<file path="src/rtl/rcn_pkg.sv">
// ring packet format shared by every ring stage, the slot interface and the testbench
package rcn_pkg;

    localparam int SEQ_W  = 4;
    localparam int MASK_W = 4;
    localparam int ADDR_W = 32;
    localparam int DATA_W = 32;

    typedef logic [SEQ_W-1:0]  rcn_seq_t;
    typedef logic [MASK_W-1:0] rcn_mask_t;
    typedef logic [ADDR_W-1:0] rcn_addr_t;
    typedef logic [DATA_W-1:0] rcn_data_t;

    // one ring slot, valid low means the slot is empty
    typedef struct packed {
        logic      valid;
        logic      rsp;   // set by the node that claimed the request
        logic      wr;
        logic      err;   // no node claimed the address
        rcn_seq_t  seq;
        rcn_mask_t mask;  // byte enable, bit 0 is data[7:0]
        rcn_addr_t addr;
        rcn_data_t data;
    } rcn_pkt_t;

    // byte-masked update of a stored word
    function automatic rcn_data_t merge_bytes(rcn_data_t old_word, rcn_data_t new_word,
                                              rcn_mask_t mask);
        rcn_data_t res;
        res = old_word;
        for (int b = 0; b < MASK_W; b++) begin
            if (mask[b])
                res[b*8 +: 8] = new_word[b*8 +: 8];
        end
        return res;
    endfunction

endpackage

</file>
<file path="src/rtl/rcn_if.sv">
// one ring slot between two stages, the upstream stage drives and the downstream reads
`timescale 1ns/1ps

interface rcn_if;

    rcn_pkg::rcn_pkt_t pkt;

    modport snd (
        output pkt
    );

    modport rcv (
        input pkt
    );

endinterface

</file>
<file path="src/rtl/rcn_delay.sv">
// ring stage that stands for wiring length and holds every slot back DELAY_CYCLES cycles
`timescale 1ns/1ps

module rcn_delay #(
    parameter int DELAY_CYCLES = 1
) (
    input  logic clk,
    input  logic reset,

    rcn_if.rcv   ring_in,
    rcn_if.snd   ring_out
);

    rcn_pkg::rcn_pkt_t chain [DELAY_CYCLES];

    always_ff @(posedge clk) begin
        chain[0] <= ring_in.pkt;
        for (int i = 1; i < DELAY_CYCLES; i++)
            chain[i] <= chain[i-1];
        // reset empties every slot in the chain
        if (reset) begin
            for (int i = 0; i < DELAY_CYCLES; i++)
                chain[i].valid <= 1'b0;
        end
    end

    assign ring_out.pkt = chain[DELAY_CYCLES-1];

endmodule

</file>
<file path="src/flat_wrapper.sv">
// flat-port wrapper written by rule: the top's interface ports become plain ports
module rcn_delay_flat 
#(
    parameter int DELAY_CYCLES = 1
)
  (clk, reset, ring_in_pkt, ring_out_pkt);
  rcn_if ring_in_i ();
  rcn_if ring_out_i ();
  input  logic clk;
  input  logic reset;
  input wire logic [$bits(ring_in_i.pkt)-1:0] ring_in_pkt;
  output wire logic [$bits(ring_out_i.pkt)-1:0] ring_out_pkt;
  assign ring_in_i.pkt = ring_in_pkt;
  assign ring_out_pkt = ring_out_i.pkt;
  rcn_delay #(.DELAY_CYCLES(DELAY_CYCLES)) u_core (.clk(clk), .reset(reset), .ring_in(ring_in_i), .ring_out(ring_out_i));
endmodule
</file>
<file path="config.mk">
export PLATFORM = sky130hd
export DESIGN_NAME = rcn_delay_flat
export DESIGN_NICKNAME = d
export VERILOG_FILES = /design/src/rtl/rcn_pkg.sv /design/src/rtl/rcn_if.sv /design/src/rtl/rcn_delay.sv /design/src/flat_wrapper.sv
export SDC_FILE = /design/constraint.sdc
export NUM_CORES = 1
export LEC_CHECK = 0
export BUFFER_PORTS_ARGS = -buffer_cell sky130_fd_sc_hd__buf_4
export CAP_MARGIN = 30
export CORE_ASPECT_RATIO = 0.75
export CORE_MARGIN = 4
export CORE_UTILIZATION = 34
export DETAILED_ROUTE_END_ITERATION = 10
export PLACE_DENSITY = 0.77
export SYNTH_ARGS = -nofsm -noshare
export SYNTH_HDL_FRONTEND = slang
export SYNTH_SLANG_ARGS = --single-unit
</file>
<file path="constraint.sdc">
create_clock -name clk -period 0.8 [get_ports clk]
set_clock_uncertainty 0.15 [all_clocks]
set_input_delay 0 -clock clk [delete_from_list [all_inputs] [get_ports clk]]
set_output_delay 0 -clock clk [all_outputs]
set_load 0.05 [all_outputs]
</file>
==> results of run 1 <==
==> logic make-up after synthesis <==
family / count (synthesis) / share of synthesized area (%)
and+or+nand+nor: 1 / 0.896
DFF: 76 / 99.1
==> per-stage QoR <==
step                hold slack [ns]  instance area, µm²
detailed placement          -0.0446                2750
global placement            -0.0454                2750
floorplan                    -0.122                1540
==> qor.txt, run 1 <==
number of flops mapped to enable cells by yosys = 0
Async S/R FF share, synth = 0%
Area contributors post-synth = dfxtp_1 99%, nor2b_4 0.90%
setup bufs post-CTS = 0
num rows = 20
Initial Utilization = 36.5%
Synth cell types = 2
number of CTS-inserted buffers = 9
Log Error = [ERROR DPL-0038] Utilization greater than 100%, impossible to legalize
Stopped at = 4_1_cts
IO Count = 154
Post-CTS Hold Fix Bufs = 77
post-cts sizing count = 216
sequential share of the synthesized area = 99.1%
htree depth = 3
Post-Place Worst Slack = 0.126 ns
cell taking the most area after synthesis = dfxtp_1
status = aborted with a tool error
syn avg cell area = 19.9 µm²
CTS Buffer Depth = 2
Synth top area share = 99.1%
Syn Inst Count = 77
GP Congestion = 0.676
most common library cells after synthesis = 76 x dfxtp_1, 1 x nor2b_4
post-synth net total = 155
clock sink total = 76
most common cell in the netlist = dfxtp_1
Placed Instances = 285
CTS Root Cell = clkbuf_8
Primary FF master, synth = dfxtp_1
Die Y = 66.2 µm
Cell Area, Synth = 1540 µm²
flops & latches, synth = 76
count of yosys warnings during synthesis = 0
port bufs = 153
die width = 85.6 µm
==> run 2: changes to the inputs <==
--- a/config.mk
+++ b/config.mk
@@ -7,11 +7,10 @@
 export LEC_CHECK = 0
 export BUFFER_PORTS_ARGS = -buffer_cell sky130_fd_sc_hd__buf_4
 export CAP_MARGIN = 30
-export CORE_ASPECT_RATIO = 0.75
 export CORE_MARGIN = 4
-export CORE_UTILIZATION = 34
+export CORE_UTILIZATION = 20
 export DETAILED_ROUTE_END_ITERATION = 10
-export PLACE_DENSITY = 0.77
+export PLACE_DENSITY_LB_ADDON = 0.15
 export SYNTH_ARGS = -nofsm -noshare
 export SYNTH_HDL_FRONTEND = slang
 export SYNTH_SLANG_ARGS = --single-unit
==> run 2 against run 1 <==
The flow now finishes, with violations (setup timing). Synthesized cell count unchanged. Area after synthesis unchanged.
==> qor.txt, run 2 <==
status = finished with violations
failing checks = setup timing
max cap viols = 0
CP peak stage delay = 0.35 ns
Largest regs = u_core.chain (76)
area of the multi-input gates = 13.8 µm²
CTS Root Cell = clkbuf_8
average wire per standard cell = 13.9 µm
CTS tree = built
Synth cell types = 2
Die ar. = 9140 µm²
Async S/R FF share, synth = 0%
worst vdd ir = 1.22 mV
post-synth net total = 155
period utilization = 123%
Vias/cell = 3.55
num rows = 31
IO Count = 154
layout cells sized above 1 = 76.1%
flops & latches, synth = 76
clock sink total = 76
number of flops mapped to enable cells by yosys = 0
sequential share of the synthesized area = 99.1%
Min-Delay Path Class = primary input to flop
Die Y = 95.6 µm
Tmin final = 0.983 ns
vias = 1496
total core area = 7370 µm²
Area contributors post-synth = dfxtp_1 99%, nor2b_4 0.90%
Total Nets Final = 396
largest net degree at the start of global routing = 14
CTS Buffer Depth = 2
worst-path cell chain = buf_8
clock-pin slew on the worst setup and hold paths = 0.08 ns
number of CTS-inserted buffers = 9
most common library cells after synthesis = 76 x dfxtp_1, 1 x nor2b_4
Routed Antenna Nets = 0
count of yosys warnings during synthesis = 0
CP startpoint kind = flop
Max-Slew Margin vs Limit = 92.8%
Leak Pwr = 2.02 nW
syn avg cell area = 19.9 µm²
most frequent cells in the layout = 77 x dlygate4sd3_1, 77 x buf_4, 76 x dfxtp_2
initial antenna violation count = 0
number of iterations in the first detailed-routing pass = 2
Synth top area share = 99.1%
Power Dens Cells = 2200 nW/µm²
Initial Utilization = 20.8%
most common cell in the netlist = dfxtp_1
port bufs = 153
CP bufs+invs = 1
Crit path max-delay family = flip-flops
htree depth = 3
vias in the first global route = 1741
max reg flops = 76
largest fanout on the critical path = 1
Primary FF master, synth = dfxtp_1
Total Wirelength = 5880 µm
GRT Overall Usage = 13.2%
nature of the critical path endpoint = output port
die width = 95.6 µm
f_max = 1020 MHz
Setup Viol. Count Final = 76
register name with the most flops = u_core.chain
drc violations = 0
max-slew violation count = 0
finished layout cell area = 4490 µm²
Area after DPL = 2810 µm²
Area Growth Syn to Fin = 192%
Seq. cell area = 1620 µm²
CP max-delay cell = dfxtp_2
Initial DRC Count = 7
CP arrival = 0.83 ns
Post-Place Worst Slack = 0.149 ns
final hold violation count = 0
unrepaired setup endpoints after global routing = true
grt ovf = 0
setup TNS = -12.38 ns
slew at the pin closest to its max-slew limit = 0.109 ns
first-pass GRT wire length = 8600 µm
Req. time, crit path = 0.65 ns
kind of critical path = flop to output port
cell taking the most area after synthesis = dfxtp_1
GP Congestion = 0.641
Syn Inst Count = 77
Cell Area, Synth = 1540 µm²
min setup slack post-route = -0.183 ns
fill count = 565
==> run 2: logic make-up (layout without fill, tap and decap cells) <==
group,count (synthesis),after routing,share of synthesized area [%]
and+or+nand+nor,1,1,0.896
buffers and inverters,0,245,0
DFF,76,76,99.1
other,0,1,0
==> run 2: worst paths after layout <==
| check | start | end | slack (ns) | cells after the start |
|---|---|---|---|---|
| setup / recovery | u_core.chain[0][15] | ring_out_pkt[15] | -0.18 | 1 |
| hold / removal | ring_in_pkt[29] | u_core.chain[0][29] | 0.15 | 2 |
==> run 2: where the power goes <==
part	switching, mW	total (mW)	internal (mW)	leakage [nW]
sequential	0.127	4.16	4.03	0.642
clock	1.39	3.77	2.38	0.126
combinational	0.929	1.93	1.00	1.26
==> run 2: area by class of cell <==
class,count,share of cell area (%)
repair buffers,230,55.1
well taps,99,2.76
diodes,1,0.0558
flip-flops and latches,76,36.0
clock buffers,9,2.76
clock inverters,6,3.04
multi-input cells,1,0.307
==> run 2: layer usage <==
layer	global-route usage [%]	routed length, µm	up-vias
li1	-	-	716
met1	10.7	1720	679
met2	23.3	3230	93
met3	9.55	840	8
met4	6.52	90	0
met5	0	0	-
==> run 2: per-stage QoR <==
stage | cells | utilization (%) | hold slack [ns] | power, mW
after detailed placement | 329 | 38.1 | -0.0445 | 5.47
after CTS | 421 | 59.9 | 0.125 | 9.90
after global routing | 421 | 60.9 | 0.131 | 10.3
after global placement | 329 | 38.1 | -0.0456 | 5.46
after floorplan | 77 | - | -0.122 | 4.85
final | 422 | 60.9 | 0.146 | 9.86
==> run 2: what timing repair did <==
action,in CTS,in global routing
pin swaps,0,0
resized for setup,205,18
setup endpoints to repair,76,76
hold endpoints to repair,76,0
hold buffers,77,0
setup buffers,0,0
(Power assumes the default switching activity.)
