File: src/rtl/rcn_pkg.sv
// ring packet format shared by every ring stage, the slot interface and the testbench
package rcn_pkg;

    localparam int SEQ_W  = 4;
    localparam int MASK_W = 4;
    localparam int ADDR_W = 32;
    localparam int DATA_W = 32;

    typedef logic [SEQ_W-1:0]  rcn_seq_t;
    typedef logic [MASK_W-1:0] rcn_mask_t;
    typedef logic [ADDR_W-1:0] rcn_addr_t;
    typedef logic [DATA_W-1:0] rcn_data_t;

    // one ring slot, valid low means the slot is empty
    typedef struct packed {
        logic      valid;
        logic      rsp;   // set by the node that claimed the request
        logic      wr;
        logic      err;   // no node claimed the address
        rcn_seq_t  seq;
        rcn_mask_t mask;  // byte enable, bit 0 is data[7:0]
        rcn_addr_t addr;
        rcn_data_t data;
    } rcn_pkt_t;

    // byte-masked update of a stored word
    function automatic rcn_data_t merge_bytes(rcn_data_t old_word, rcn_data_t new_word,
                                              rcn_mask_t mask);
        rcn_data_t res;
        res = old_word;
        for (int b = 0; b < MASK_W; b++) begin
            if (mask[b])
                res[b*8 +: 8] = new_word[b*8 +: 8];
        end
        return res;
    endfunction

endpackage

File: src/rtl/ring_cfg_pkg.sv
// address map, sizes and flow-control constants of the ring subsystem
package ring_cfg_pkg;

    // progress, fail and pass at offsets 0, 4 and 8
    localparam logic [31:0] TESTREGS_BASE  = 32'hFFFFFFF0;
    localparam int          TESTREGS_COUNT = 3;

    localparam logic [31:0] RAM_BASE  = 32'h00000000;
    localparam int          RAM_WORDS = 256;

    // master queue depth, also the credits the source owns after reset
    localparam int REQ_CREDITS = 4;

    // length of the wiring delay stage
    localparam int RING_DELAY = 16;

endpackage

File: src/rtl/rcn_if.sv
// one ring slot between two stages, the upstream stage drives and the downstream reads
`timescale 1ns/1ps

interface rcn_if;

    rcn_pkg::rcn_pkt_t pkt;

    modport snd (
        output pkt
    );

    modport rcv (
        input pkt
    );

endinterface

File: src/rtl/rcn_testregs.sv
// ring node with the progress, fail and pass test registers, also driven out as plain outputs
`timescale 1ns/1ps

module rcn_testregs (
    input  logic        clk,
    input  logic        reset,

    rcn_if.rcv          ring_in,
    rcn_if.snd          ring_out,

    output logic [31:0] test_progress,
    output logic [31:0] test_fail,
    output logic [31:0] test_pass
);

    localparam logic [31:0] BASE  = ring_cfg_pkg::TESTREGS_BASE;
    localparam int          NREGS = ring_cfg_pkg::TESTREGS_COUNT;

    rcn_pkg::rcn_data_t tregs [NREGS];
    rcn_pkg::rcn_pkt_t  out_pkt;
    rcn_pkg::rcn_data_t cur_val;
    rcn_pkg::rcn_data_t merged;
    logic [1:0]         reg_idx;
    logic               hit;

    assign reg_idx = ring_in.pkt.addr[3:2];
    assign hit     = ring_in.pkt.valid && !ring_in.pkt.rsp &&
                     (ring_in.pkt.addr[31:4] == BASE[31:4]) &&
                     (int'(reg_idx) < NREGS); // word at offset 12 is not decoded

    assign cur_val = hit ? tregs[reg_idx] : '0;
    assign merged  = rcn_pkg::merge_bytes(cur_val, ring_in.pkt.data, ring_in.pkt.mask);

    always_ff @(posedge clk) begin
        if (reset) begin
            for (int i = 0; i < NREGS; i++)
                tregs[i] <= '0;
        end else if (hit && ring_in.pkt.wr) begin
            tregs[reg_idx] <= merged;
        end
    end

    // claimed requests turn into responses, same seq
    always_ff @(posedge clk) begin
        out_pkt <= ring_in.pkt;
        if (hit) begin
            out_pkt.rsp  <= 1'b1;
            out_pkt.data <= ring_in.pkt.wr ? merged : cur_val;
        end
        if (reset)
            out_pkt.valid <= 1'b0;
    end

    assign ring_out.pkt  = out_pkt;
    assign test_progress = tregs[0];
    assign test_fail     = tregs[1];
    assign test_pass     = tregs[2];

endmodule

File: src/flat_wrapper.sv
// flat-port wrapper written by rule: the top's interface ports become plain ports
module rcn_testregs_flat 
  (clk, reset, test_progress, test_fail, test_pass, ring_in_pkt, ring_out_pkt);
  rcn_if ring_in_i ();
  rcn_if ring_out_i ();
  input  logic clk;
  input  logic reset;
  output logic [31:0] test_progress;
  output logic [31:0] test_fail;
  output logic [31:0] test_pass;
  input wire logic [$bits(ring_in_i.pkt)-1:0] ring_in_pkt;
  output wire logic [$bits(ring_out_i.pkt)-1:0] ring_out_pkt;
  assign ring_in_i.pkt = ring_in_pkt;
  assign ring_out_pkt = ring_out_i.pkt;
  rcn_testregs u_core (.clk(clk), .reset(reset), .ring_in(ring_in_i), .ring_out(ring_out_i), .test_progress(test_progress), .test_fail(test_fail), .test_pass(test_pass));
endmodule
File: config.mk
export PLATFORM = sky130hd
export DESIGN_NAME = rcn_testregs_flat
export DESIGN_NICKNAME = d
export VERILOG_FILES = /design/src/rtl/rcn_pkg.sv /design/src/rtl/ring_cfg_pkg.sv /design/src/rtl/rcn_if.sv /design/src/rtl/rcn_testregs.sv /design/src/flat_wrapper.sv
export SDC_FILE = /design/constraint.sdc
export NUM_CORES = 1
export LEC_CHECK = 0
export BUFFER_PORTS_ARGS = -buffer_cell sky130_fd_sc_hd__clkbuf_2
export CORE_UTILIZATION = 30
export DETAILED_ROUTE_END_ITERATION = 8
export PLACE_DENSITY = 0.6
export SKIP_CTS_REPAIR_TIMING = 1
export SLEW_MARGIN = 20
export SYNTH_ARGS = -nofsm -noshare
export SYNTH_HDL_FRONTEND = slang
export SYNTH_SLANG_ARGS = --single-unit
File: constraint.sdc
create_clock -name clk -period 6.1 [get_ports clk]
set_input_delay 0.61 -clock clk [delete_from_list [all_inputs] [get_ports clk]]
set_output_delay 0.61 -clock clk [all_outputs]
set_load 0.02 [all_outputs]
After elaboration in Yosys (flattened, before gate mapping)
Memory sizes are Yosys's and may differ from the RTL's. Cells that the tools add are included.

Bits in registers: 76. RAM bits: 96. Input bits: 78. Output and inout bits: 172. Word-level logic and storage cells: 32. Memories: 1.

Magnitude comparators: 1. Equality and inequality tests: 1. Mux-type cells: 15. Reductions and logical operators: 6.

Memories: u_core.tregs (depth 3, bits a word 32, rd ports 4, clocked after memory_dff 0, wr ports 3, line rcn_testregs.sv:19) `rcn_pkg::rcn_data_t tregs [NREGS];`.

Operators with widths (count): 32-bit 2-to-1 mux (4); 8-bit 2-to-1 mux (4); 32-bit OR reduction (1); 28-bit == test (second input constant) (1); 1-bit 2-to-1 mux (6); 1-bit logical AND (4); 2-bit < comparator (second input constant) (1); 2-bit 2-to-1 mux (1); 1-bit zero test (1).

Longest topological paths before layout
Word-level depth: 10. Depth in mapped cells: 7. Gate-level depth less buffers: 4.

Worst setup path after synthesis
No wires, ideal clock.

Kind: in2reg. From: input ring_in_pkt[34]. To: memory u_core.tregs[0][0] (netlist bit), enable pin. Arrival: 3254 ps. Setup slack: 2418 ps. Stages on the path: 7. Path buffers: 4. Path through: buf_6 > buf_6 > a211oi_4 > nand4_2 > buf_2 > buf_6 > o21bai_1.

RTL lines: start: declaration (line flat_wrapper.sv:11) `input wire logic [$bits(ring_in_i.pkt)-1:0] ring_in_pkt;`; end: declaration (line rcn_testregs.sv:19).

==> flow_results.org <==
** Clock tree
- For this design, the sink count on the clock tree is 204.
- In this run, CTS created clock tree buffers numbering 25.
- TritonCTS built the clock tree.
- Clock tree synthesis selected as its root buffer the cell sky130_fd_sc_hd__clkbuf_16.
- In this run the deepest clock path goes through 3 buffers.
- The later pin in the worst-skew pair is clocked with a latency of 0.51 ns.
- CTS built an H-tree with a depth of 1.
- Worst-path clk slew :: 0.06 ns

** Cells and area
- Multi-input gate area in the final layout :: 3530 um2
- Leaving out fill and tap cells, the most frequent cell in the layout is sky130_fd_sc_hd__clkbuf_2.
- Commonest cells after routing, fill and taps aside :: sky130_fd_sc_hd__clkbuf_2, sky130_fd_sc_hd__edfxtp_1, sky130_fd_sc_hd__nor3_1, sky130_fd_sc_hd__dfxtp_1
- Net total in the final layout :: 917
- Fillcell total :: 2841
- Across the whole layout, storage elements account for 5370 um2.
- Count of antenna diodes in the layout :: 0
- The finished layout holds 1247 standard cells, fillers aside.
- Cell area after layout :: 11800 um2
- Synth-to-layout area growth :: 28.1%
- Proportion of layout cells with a drive suffix above 1 :: 51.6%

** STA
- Setup tns final :: 0 ns
- Peak Freq :: 0.311 GHz
- The number of hold violations in the final report came to 0.
- In this run the tightest slew margin relative to its limit is 30.3%.
- Setup violations remaining at the end of the flow were counted as 0.
- Between clock sinks in the finished design, the worst skew comes to 0.00708 ns.
- Setup repair after global routing left no endpoint under its margin.
- Counting I/O delays and the setup requirement, the final critical path takes 3.21 ns.
- The worst path uses 52.7% of the clock period.
- Setup slack on the critical path of the routed design comes to 2.89 ns.
- For the pin with the worst max-slew slack, the measured transition is 1.05 ns.
- Final Max Tran Viols :: 0

** Yosys
- After technology mapping, the gate count stands at 568.
- Yosys warns :: 0
- Count of cell types in the netlist :: 33
- After synthesis the cells add up to 9190 um2.
- Each instance of the synthesized netlist takes up on average 16.2 um2.
- Summed over its instances, the top area cell type makes up 41.8% of the synthesized netlist area.
- Cells taking the most area after synthesis :: sky130_fd_sc_hd__edfxtp_1, sky130_fd_sc_hd__dfxtp_1, sky130_fd_sc_hd__a41oi_4, sky130_fd_sc_hd__mux4_2, sky130_fd_sc_hd__mux2_4
- Number of enable flip-flop cells after synthesis :: 128
- sky130_fd_sc_hd__edfxtp_1 takes more of the synthesized area than any other cell.
- In the synthesized netlist the dominant register cell turns out to be sky130_fd_sc_hd__edfxtp_1.
- Flop and latch count out of synthesis :: 204
- After synthesis, flip-flops and latches occupy 58.4% of the total area.
- After synthesis, the share of flip-flops with an asynchronous set or reset is 0%.

** Run
- Max_cap viols :: 0

** Pwr
- The clock network burns 43.9% of the power.
- PwrDens :: 298 nW/um2
- The share of total power dissipated in combinational logic is 10.9%.
- Switching power as a share of total power :: 24.2%
- Cell-internal power :: 0.00266 W
- Worst ir drop on vdd :: 0.185 mV
- Switching Power :: 0.000847 W
- Leakage :: 4.72 nW
- Sequential cells burn 45.2% of the power.

** Worst setup path
- Startpoint kind of the worst setup timing path :: primary input
- CP max stage cell :: sky130_fd_sc_hd__o21bai_4
- On the worst path, the slowest cell contributes a delay of 0.82 ns.
- At the worst endpoint, the required time is 6.31 ns.
- STA classifies the critical path endpoint as a register.
- CP top delay family :: simple AND/OR/NAND/NOR gates
- In this run the worst path has a maximum fanout of 58.
- Together, buffers and inverters on the worst path number 3.
- At the worst endpoint, the arrival time is 3.43 ns.
- The worst setup path is of the primary input to register kind.
- Walking the worst path, the cells encountered are clkbuf_2 -> nand4_1 -> nor4_4 -> buf_4 -> nand4_4 -> o21bai_4 -> buf_16.

** Drt
- Router iterations before antenna repair :: 4
- Number of remaining DRC errors :: 0
- The detail route stage leaves a number of antenna-violating nets equal to 0.
- The detailed router finished its first iteration with 346 violations.
- After detailed routing, the total wire length is 24300 um.
- Post-DR wirelength/cell :: 19.5 um
- Detailed-route vias per instance :: 4.58
- The detailed router placed 5708 vias in this run.

** Placed design
- Final estimated routing congestion in global placement :: 0.767
- Once placement completed, the tool counted placed cells totaling 1199.
- After detailed placement, the total cell area comes to 10800 um2.
- The count of buffers added on input and output ports is 249.
- Hpwl dp :: 16700 um
- Setup WS pre-CTS :: 2.01 ns

** Outcome
- The run finished with clean final reports.

** Floorplan
- The initial utilization of the core area, before any placement, comes to 30.8%.
- The region available for standard cell placement spans 29900 um2.
- Number of rows in the core area :: 63
- The die is 177 um wide.
- Number of I/O pins :: 250
- Die boundary height :: 177 um
- The die covers 31300 um2.

** Worst hold path
- Class of the most critical hold timing path :: primary input to register

** Global routing
- Overall Global Routing Usage :: 15.5%
- Summed over all layers, the global routing overflow is 0.
- The first global-routing pass estimated 36700 um of wire.
- Largest net degree at the start of global routing :: 59
- Via count of the first global-routing pass :: 5998
- The initial antenna violation count was 0.
==> synthesized netlist by cell type, types with 2 or more instances <==
cell type and instances:
sky130_fd_sc_hd__nand4_1 6, sky130_fd_sc_hd__edfxtp_1 128, sky130_fd_sc_hd__and2_1 32, sky130_fd_sc_hd__buf_12 4, sky130_fd_sc_hd__clkbuf_1 24, sky130_fd_sc_hd__o21bai_1 3
sky130_fd_sc_hd__nor3_1 80, sky130_fd_sc_hd__buf_4 2, sky130_fd_sc_hd__mux2_4 32, sky130_fd_sc_hd__a41oi_1 3, sky130_fd_sc_hd__nor2b_4 9, sky130_fd_sc_hd__buf_6 11
sky130_fd_sc_hd__nand4_4 4, sky130_fd_sc_hd__nand2b_1 2, sky130_fd_sc_hd__buf_2 4, sky130_fd_sc_hd__inv_1 31, sky130_fd_sc_hd__mux4_2 32, sky130_fd_sc_hd__dfxtp_1 76
sky130_fd_sc_hd__nor3_2 16, sky130_fd_sc_hd__a41oi_4 29, sky130_fd_sc_hd__nor2b_1 20, sky130_fd_sc_hd__and2b_4 5, sky130_fd_sc_hd__nand2_1 5
==> stage by stage <==
stage | total power [W] | utilization, % | hold slack [ns]
finish | 0.00350 | 39.4 | 0.198
global route | 0.00363 | 39.4 | 0.174
CTS | 0.00354 | 39.1 | 0.177
detailed placement | 0.00199 | 36.2 | 0.696
global placement | 0.00199 | 36.2 | 0.682
floorplan | 0.00185 | - | 0.638
==> state kept, by name, summed over array words and instances, names as in the netlist <==
register / cells
u_core.tregs: 128
u_core.ring_out.pkt: 76
==> final cells by class <==
type                       instances  area share [%]
multi-input combinational        317            30.0
inverter                          32            1.02
tap                              390            4.14
sequential                       204            45.6
clock inverter                     7           0.595
clock buffer                      38            6.90
timing repair buffer             259            11.8
==> logic make-up after synthesis <==
kind of cell           share of synthesized area, %
buffers and inverters                          5.05
DFF                                            58.4
AOI/OAI and AO/OA                              9.53
other                                        0.0408
muxes                                          13.1
and+or+nand+nor                                13.9
==> power by group through the flow <==
stage	Clock [W]	Combinational, W	Sequential (W)
detailed placement	0	0.000381	0.00161
CTS	0.00158	0.000382	0.00158
global placement	0	0.000375	0.00161
finish	0.00154	0.000383	0.00158
floorplan	0	0.000173	0.00167
global route	0.00163	0.000411	0.00159
==> final timing paths <==
check / startpoint / endpoint / slack, ns / cells after the start
worst max-delay path: ring_in_pkt[39] / u_core.tregs[2][11] / 2.89 / 7
worst min-delay path: ring_in_pkt[70] / u_core.ring_out.pkt[70] / 0.20 / 1
worst max register to register: u_core.tregs[0][2] / u_core.tregs[2][2] / 4.21 / 4
worst min register to register: u_core.tregs[3][9] / u_core.ring_out.pkt[9] / 0.70 / 2
==> per-layer routing <==
metal  vias to the layer above  GRT usage (%)  routed length (um)
li1                       2657              -                   -
met1                      2826           20.5               10400
met2                       199           26.5               11900
met3                        26           2.84                1480
met4                         0           3.16                 403
met5                         -              0                   0
No activity file was read; power rests on OpenSTA's default activity.
