===== src/rtl/rcn_pkg.sv =====
// ring packet format shared by every ring stage, the slot interface and the testbench
package rcn_pkg;

    localparam int SEQ_W  = 4;
    localparam int MASK_W = 4;
    localparam int ADDR_W = 32;
    localparam int DATA_W = 32;

    typedef logic [SEQ_W-1:0]  rcn_seq_t;
    typedef logic [MASK_W-1:0] rcn_mask_t;
    typedef logic [ADDR_W-1:0] rcn_addr_t;
    typedef logic [DATA_W-1:0] rcn_data_t;

    // one ring slot, valid low means the slot is empty
    typedef struct packed {
        logic      valid;
        logic      rsp;   // set by the node that claimed the request
        logic      wr;
        logic      err;   // no node claimed the address
        rcn_seq_t  seq;
        rcn_mask_t mask;  // byte enable, bit 0 is data[7:0]
        rcn_addr_t addr;
        rcn_data_t data;
    } rcn_pkt_t;

    // byte-masked update of a stored word
    function automatic rcn_data_t merge_bytes(rcn_data_t old_word, rcn_data_t new_word,
                                              rcn_mask_t mask);
        rcn_data_t res;
        res = old_word;
        for (int b = 0; b < MASK_W; b++) begin
            if (mask[b])
                res[b*8 +: 8] = new_word[b*8 +: 8];
        end
        return res;
    endfunction

endpackage


===== src/rtl/ring_cfg_pkg.sv =====
// address map, sizes and flow-control constants of the ring subsystem
package ring_cfg_pkg;

    // progress, fail and pass at offsets 0, 4 and 8
    localparam logic [31:0] TESTREGS_BASE  = 32'hFFFFFFF0;
    localparam int          TESTREGS_COUNT = 3;

    localparam logic [31:0] RAM_BASE  = 32'h00000000;
    localparam int          RAM_WORDS = 256;

    // master queue depth, also the credits the source owns after reset
    localparam int REQ_CREDITS = 4;

    // length of the wiring delay stage
    localparam int RING_DELAY = 16;

endpackage


===== src/rtl/rcn_if.sv =====
// one ring slot between two stages, the upstream stage drives and the downstream reads
`timescale 1ns/1ps

interface rcn_if;

    rcn_pkg::rcn_pkt_t pkt;

    modport snd (
        output pkt
    );

    modport rcv (
        input pkt
    );

endinterface


===== src/rtl/rcn_master.sv =====
// ring master that queues credited requests, injects them into the ring and extracts responses
`timescale 1ns/1ps

module rcn_master (
    input  logic               clk,
    input  logic               reset,

    input  logic               req_valid,
    input  logic               req_wr,
    input  rcn_pkg::rcn_addr_t req_addr,
    input  rcn_pkg::rcn_mask_t req_mask,
    input  rcn_pkg::rcn_data_t req_data,
    output logic               req_credit,

    output logic               rsp_valid,
    output rcn_pkg::rcn_seq_t  rsp_seq,
    output rcn_pkg::rcn_data_t rsp_data,
    output logic               rsp_err,

    rcn_if.rcv                 ring_in,
    rcn_if.snd                 ring_out
);

    localparam int DEPTH = ring_cfg_pkg::REQ_CREDITS;
    localparam int PTR_W = (DEPTH > 1) ? $clog2(DEPTH) : 1;
    localparam int CNT_W = $clog2(DEPTH + 1);

    rcn_pkg::rcn_pkt_t fifo [DEPTH];
    rcn_pkg::rcn_pkt_t out_pkt;

    logic [PTR_W-1:0]  wr_ptr;
    logic [PTR_W-1:0]  rd_ptr;
    logic [CNT_W-1:0]  count;
    rcn_pkg::rcn_seq_t seq_cnt;

    logic take;
    logic inject;

    function automatic logic [PTR_W-1:0] next_ptr(logic [PTR_W-1:0] ptr);
        return (ptr == PTR_W'(DEPTH - 1)) ? '0 : ptr + 1'b1;
    endfunction

    // single master, so every packet that comes back around is ours
    assign take   = ring_in.pkt.valid;
    assign inject = (count != '0); // every incoming slot is taken or empty, so a slot is always free

    always_ff @(posedge clk) begin
        if (req_valid)
            fifo[wr_ptr] <= '{valid: 1'b1, rsp: 1'b0, wr: req_wr, err: 1'b0, seq: seq_cnt,
                              mask: req_mask, addr: req_addr, data: req_data};
    end

    always_ff @(posedge clk) begin
        if (reset) begin
            wr_ptr     <= '0;
            rd_ptr     <= '0;
            count      <= '0;
            seq_cnt    <= '0;
            req_credit <= 1'b0;
            rsp_valid  <= 1'b0;
        end else begin
            if (req_valid) begin
                wr_ptr  <= next_ptr(wr_ptr);
                seq_cnt <= seq_cnt + 1'b1; // tags follow acceptance order
            end
            if (inject)
                rd_ptr <= next_ptr(rd_ptr);
            case ({req_valid, inject})
                2'b10:   count <= count + 1'b1;
                2'b01:   count <= count - 1'b1;
                default: count <= count;
            endcase
            req_credit <= inject; // one credit back per injected request
            rsp_valid  <= take;
        end
    end

    // unclaimed requests come back as requests and are reported as errors
    always_ff @(posedge clk) begin
        rsp_seq  <= ring_in.pkt.seq;
        rsp_data <= ring_in.pkt.rsp ? ring_in.pkt.data : '0;
        rsp_err  <= ring_in.pkt.err || !ring_in.pkt.rsp;
    end

    always_ff @(posedge clk) begin
        out_pkt <= fifo[rd_ptr];
        if (reset)
            out_pkt.valid <= 1'b0;
        else
            out_pkt.valid <= inject;
    end

    assign ring_out.pkt = out_pkt;

endmodule


===== src/flat_wrapper.sv =====
// flat-port wrapper written by rule: the top's interface ports become plain ports
module rcn_master_flat 
  (clk, reset, req_valid, req_wr, req_addr, req_mask, req_data, req_credit, rsp_valid, rsp_seq, rsp_data, rsp_err, ring_in_pkt, ring_out_pkt);
  rcn_if ring_in_i ();
  rcn_if ring_out_i ();
  input  logic clk;
  input  logic reset;
  input  logic req_valid;
  input  logic req_wr;
  input  rcn_pkg::rcn_addr_t req_addr;
  input  rcn_pkg::rcn_mask_t req_mask;
  input  rcn_pkg::rcn_data_t req_data;
  output logic req_credit;
  output logic rsp_valid;
  output rcn_pkg::rcn_seq_t rsp_seq;
  output rcn_pkg::rcn_data_t rsp_data;
  output logic rsp_err;
  input wire logic [$bits(ring_in_i.pkt)-1:0] ring_in_pkt;
  output wire logic [$bits(ring_out_i.pkt)-1:0] ring_out_pkt;
  assign ring_in_i.pkt = ring_in_pkt;
  assign ring_out_pkt = ring_out_i.pkt;
  rcn_master u_core (.clk(clk), .reset(reset), .req_valid(req_valid), .req_wr(req_wr), .req_addr(req_addr), .req_mask(req_mask), .req_data(req_data), .req_credit(req_credit), .rsp_valid(rsp_valid), .rsp_seq(rsp_seq), .rsp_data(rsp_data), .rsp_err(rsp_err), .ring_in(ring_in_i), .ring_out(ring_out_i));
endmodule

===== config.mk =====
export PLATFORM = sky130hd
export DESIGN_NAME = rcn_master_flat
export DESIGN_NICKNAME = d
export VERILOG_FILES = /design/src/rtl/rcn_pkg.sv /design/src/rtl/ring_cfg_pkg.sv /design/src/rtl/rcn_if.sv /design/src/rtl/rcn_master.sv /design/src/flat_wrapper.sv
export SDC_FILE = /design/constraint.sdc
export NUM_CORES = 1
export LEC_CHECK = 0
export ABC_AREA = 1
export BUFFER_PORTS_ARGS = -buffer_cell sky130_fd_sc_hd__buf_2
export CAP_MARGIN = 20
export CORE_MARGIN = 2
export CORE_UTILIZATION = 49
export CTS_CLUSTER_DIAMETER = 60
export DETAILED_ROUTE_END_ITERATION = 6
export PLACE_DENSITY = 0.85
export SLEW_MARGIN = 15
export SYNTH_ARGS = -nofsm -noshare
export SYNTH_HDL_FRONTEND = slang
export SYNTH_SLANG_ARGS = --single-unit

===== constraint.sdc =====
create_clock -name clk -period 2.5 [get_ports clk]
set_input_delay 0.375 -clock clk [delete_from_list [all_inputs] [get_ports clk]]
set_output_delay 0.375 -clock clk [all_outputs]
set_load 0.05 [all_outputs]

### Word level (Yosys, flattened, before mapping)

Memories as Yosys holds them, arrays and structs flattened. A register that Yosys moved wholly into a read port is not among the register bits.
Index checks and enable logic that the tools add are counted.
W data, S select, Z words.

| storage, ports and cells | value |
|---|---|
| register bits | 52 |
| memory bits (writable) | 292 |
| input bits | 148 |
| word-level logic and storage cells | 30 |
| memories kept | 1 |

Memory list:

| memory | depth | width | read ports | clocked after Yosys merged registers in | wr ports | RTL line | text |
|---|---|---|---|---|---|---|---|
| u_core.fifo | 4 | 73 | 1 | 1 | 1 | rcn_master.sv:28 | `rcn_pkg::rcn_pkt_t fifo [DEPTH];` |

| operators by class | value |
|---|---|
| add/sub/neg operators | 5 |
| equal/unequal tests | 4 |
| mux-type cells | 5 |
| reductions and logical operators | 4 |

Operators by type and width:

| kind | count |
|---|---|
| $eq A2 B2 Y1 const B | 3 |
| $pmux W3 S2 | 1 |
| $add A2 B1 Y2 const B | 2 |
| $add A4 B1 Y4 const B | 1 |
| $mux W2 | 2 |
| $add A3 B1 Y3 const B | 1 |
| $reduce_bool A3 Y1 | 1 |
| $sub A3 B1 Y3 const B | 1 |
| $eq A2 B1 Y1 const B | 1 |
| $mux W1 | 2 |
| $reduce_bool A2 Y1 | 1 |
| $logic_not A1 Y1 | 1 |
| $logic_or A1 B1 Y1 | 1 |

### Depth between registers and ports, before layout

| logic depth | value |
|---|---|
| depth after elaboration | 3 |
| gate-level depth with buffers | 11 |
| mapped depth without buffers | 11 |

### Worst setup path before layout

Ideal clock, no wire load.

| timing path | value |
|---|---|
| kind | register -> register |
| start | register u_core.wr_ptr[0] |
| end | memory u_core.fifo[3][0] in the netlist's numbering (enable) |
| setup time | 0.427 ns |
| arrival time | 2.016 ns |
| data required time | 2.073 ns |
| slack | 0.057 ns |
| stages on the path, launching flop included | 4 |
| buffers on the path | 0 |
| cells stage by stage | dfxtp_1 ha_1 nand2_1 inv_1 |

RTL lines:

| item | RTL line | text |
|---|---|---|
| start, declared | rcn_master.sv:31 | `logic [PTR_W-1:0] wr_ptr;` |
| start signal, assigned | rcn_master.sv:63 | `wr_ptr <= next_ptr(wr_ptr);` |
| end, declared | rcn_master.sv:28 |  |

Straight into the memory's write port.

### Worst setup path after layout

| timing path | value |
|---|---|
| start | register u_core.wr_ptr[0] |
| end | memory u_core.fifo[2][19] in the netlist's numbering (enable) |

Straight into the memory's write port.

==> results.json <==
{
  "dieArea_mm2": 0.0298,
  "startpoint_type": "flip-flop",
  "synth_area_leaders": "edfxtp_1 63%, dfxtp_1 18%, nor2_1 4.3%",
  "use_met3_pct": 4.88,
  "use_met2_pct": 33.4,
  "clockRootBuffer": "clkbuf_16",
  "grt_max_degree": 149,
  "viasPerCell": 5.17,
  "wl_per_cell_um": 17.3,
  "synth_top_area_share_pct": 62.8,
  "fillers": 2109,
  "syn_to_final_growth_pct": 20.6,
  "yosysWarnings": 0,
  "relSlewSlack_pct": 46.6,
  "met1_usage_pct": 21.6,
  "yosysTopAreaCell": "edfxtp_1",
  "insertion_delay_ns": 0.53,
  "crit_fanout": 28,
  "cts.sinks": 415,
  "multi_input_area_mm2": 0.00217,
  "dr.first_iter.drc_count": 698,
  "cts_setup_buffers": 0,
  "p_leak_uw": 0.00654,
  "clockBufferDepth": 3,
  "syn_avg_cell_area_um2": 14.3,
  "dp_hpwl_um": 16100,
  "die_w_um": 173,
  "crit_type": "reg2reg",
  "place_inst": 1535,
  "place.gp.congestion": 0.827,
  "grt_pass1_vias": 8574,
  "grt_overflow": 0,
  "arrival_ns": 2.06,
  "antenna_left": 0,
  "cts_resized": 0,
  "cp-end-kind": "flip-flop",
  "hold_viol": 0,
  "grt_busiest_layer": "met2",
  "finalMaxSlewViolations": 0,
  "syn_inst": 975,
  "rsz0062_at_grt": "false",
  "status": "completed",
  "critPathRequiredTime_ns": 2.76,
  "ys_seq_area_share_pct": 80.5,
  "ctsHoldBuffers": 4,
  "final.setup.tns_ns": 0,
  "port_buffers": 223,
  "grtUsageTotal_pct": 18.6,
  "synthesis.area_mm2": 0.0140,
  "initial_core_util_pct": 50.0,
  "fin_cells": 1621,
  "maxCapViolations": 0,
  "ys_ff_latch": 415,
  "synth.distinct_cells": 22,
  "post-route-period-util_pct": 72.2,
  "worst_pin_slew_ns": 0.802,
  "max_freq_ghz": 0.554,
  "setup_viol": 0,
  "min_path_type": "in2reg",
  "fp-row-count": 61,
  "layout_commonest_cell": "edfxtp_1",
  "cellPowerDensity_mw_per_mm2": 1230,
  "most-common-layout-cells": "292 x edfxtp_1, 223 x buf_2, 159 x nor2_1, 121 x dfxtp_1, 85 x o21ai_0",
  "grt_pass1_wl_um": 43900,
  "nets": 1361,
  "fin_crit_ns": 1.81,
  "antenna_found_initial": 6,
  "drive_above_1_share_pct": 24.6,
  "drt_pass1_iterations": 7,
  "wirelength_um": 28000,
  "ioPinCount": 263,
  "ir_drop_mv": 0.782,
  "cts_buffers": 42,
  "worst_clock_skew_ns": 0.0151,
  "tritoncts": "done",
  "seqCellArea_mm2": 0.0112,
  "drc": 0,
  "die_h_um": 173,
  "vias": 8382,
  "cts.clk_slew.worst_paths_ns": 0.05,
  "htreeDepth": 2,
  "core_area_mm2": 0.0279
}
## stage by stage
stage	total power [µW]	hold slack, ns	setup WS (ns)	instance area, µm²	util, %
detailed placement	14700	0.479	0.675	15400	55.2
global placement	14600	0.477	0.653	15400	55.2
floorplan	13400	0.403	0.0566	14000	-
finish	20700	0.0408	0.694	16800	60.2
global route	21600	0.0315	0.564	16800	60.2
CTS	20800	0.0159	0.659	16800	60.2
## critical path: stages (launching register included)
cell and delay [ns]:
dfxtp_1 0.41, inv_1 0.09, ha_1 0.19, nand2_1 0.08, clkinv_2 0.40, buf_12 0.36
## synthesized netlist by cell type, drive strengths merged
master and instances:
a21oi 6, buf 30, clkbuf 25, clkinv 1
conb 1, dfxtp 123, edfxtp 292, fa 1
ha 7, inv 51, nand2 48, nand3 3
nand4 1, nor2 159, nor3 1, o21ai 153
o22ai 73
## cell families (layout without fill, tap and decap cells)
logic type | after synthesis | after routing | synth area share, %
flops | 415 | 415 | 80.5
other cells | 1 | 7 | 0.0269
simple gates | 212 | 212 | 5.76
compound gates | 232 | 232 | 8.97
fa+ha+maj | 8 | 8 | 0.771
buf+inv | 107 | 369 | 4.00
## final timing paths
path / startpoint / slack [ns] / depth (start not counted) / endpoint
worst max-delay path: u_core.wr_ptr[0] / 0.69 / 5 / u_core.fifo[2][19]
worst min-delay path: ring_in_pkt[25] / 0.04 / 3 / u_core.rsp_data[25]
worst max register to register: u_core.wr_ptr[0] / 0.69 / 5 / u_core.fifo[2][19]
worst min register to register: u_core.fifo[0][3] / 0.49 / 2 / u_core.ring_out.pkt[3]
## state kept, by name, summed over array words and instances (netlist names)
register	count
u_core.fifo	292
u_core.ring_out.pkt	73
u_core.rsp_data	32
u_core.rsp_seq	4
u_core.seq_cnt	4
u_core.count	3
u_core.rd_ptr	2
u_core.wr_ptr	2
u_core.req_credit	1
u_core.rsp_err	1
u_core.rsp_valid	1
## power by group
| group | total, µW | internal, µW | leakage [µW] | switching, µW |
|---|---|---|---|---|
| sequential | 8590 | 8300 | 0.00373 | 297 |
| clock | 6080 | 3580 | 0.000659 | 2500 |
| combinational | 5980 | 1370 | 0.00215 | 4610 |
| total | 20700 | 13200 | 0.00654 | 7410 |
## routing by layer
layer / wire length [µm] / up-vias
met1: 11000 / 4028
met3: 2030 / 64
met4: 773 / 4
met2: 14200 / 337
met5: 18 / -
li1: - / 3949
## cell type report
class | count | share of cell area, %
Clock inverter | 18 | 1.26
Inverter | 52 | 1.20
Multi-Input combinational cell | 454 | 12.9
Sequential cell | 415 | 66.8
Timing Repair Buffer | 240 | 8.12
Clock buffer | 59 | 6.86
Antenna cell | 5 | 0.0744
Tap cell | 378 | 2.81
Power figures use the tool's default switching activity.
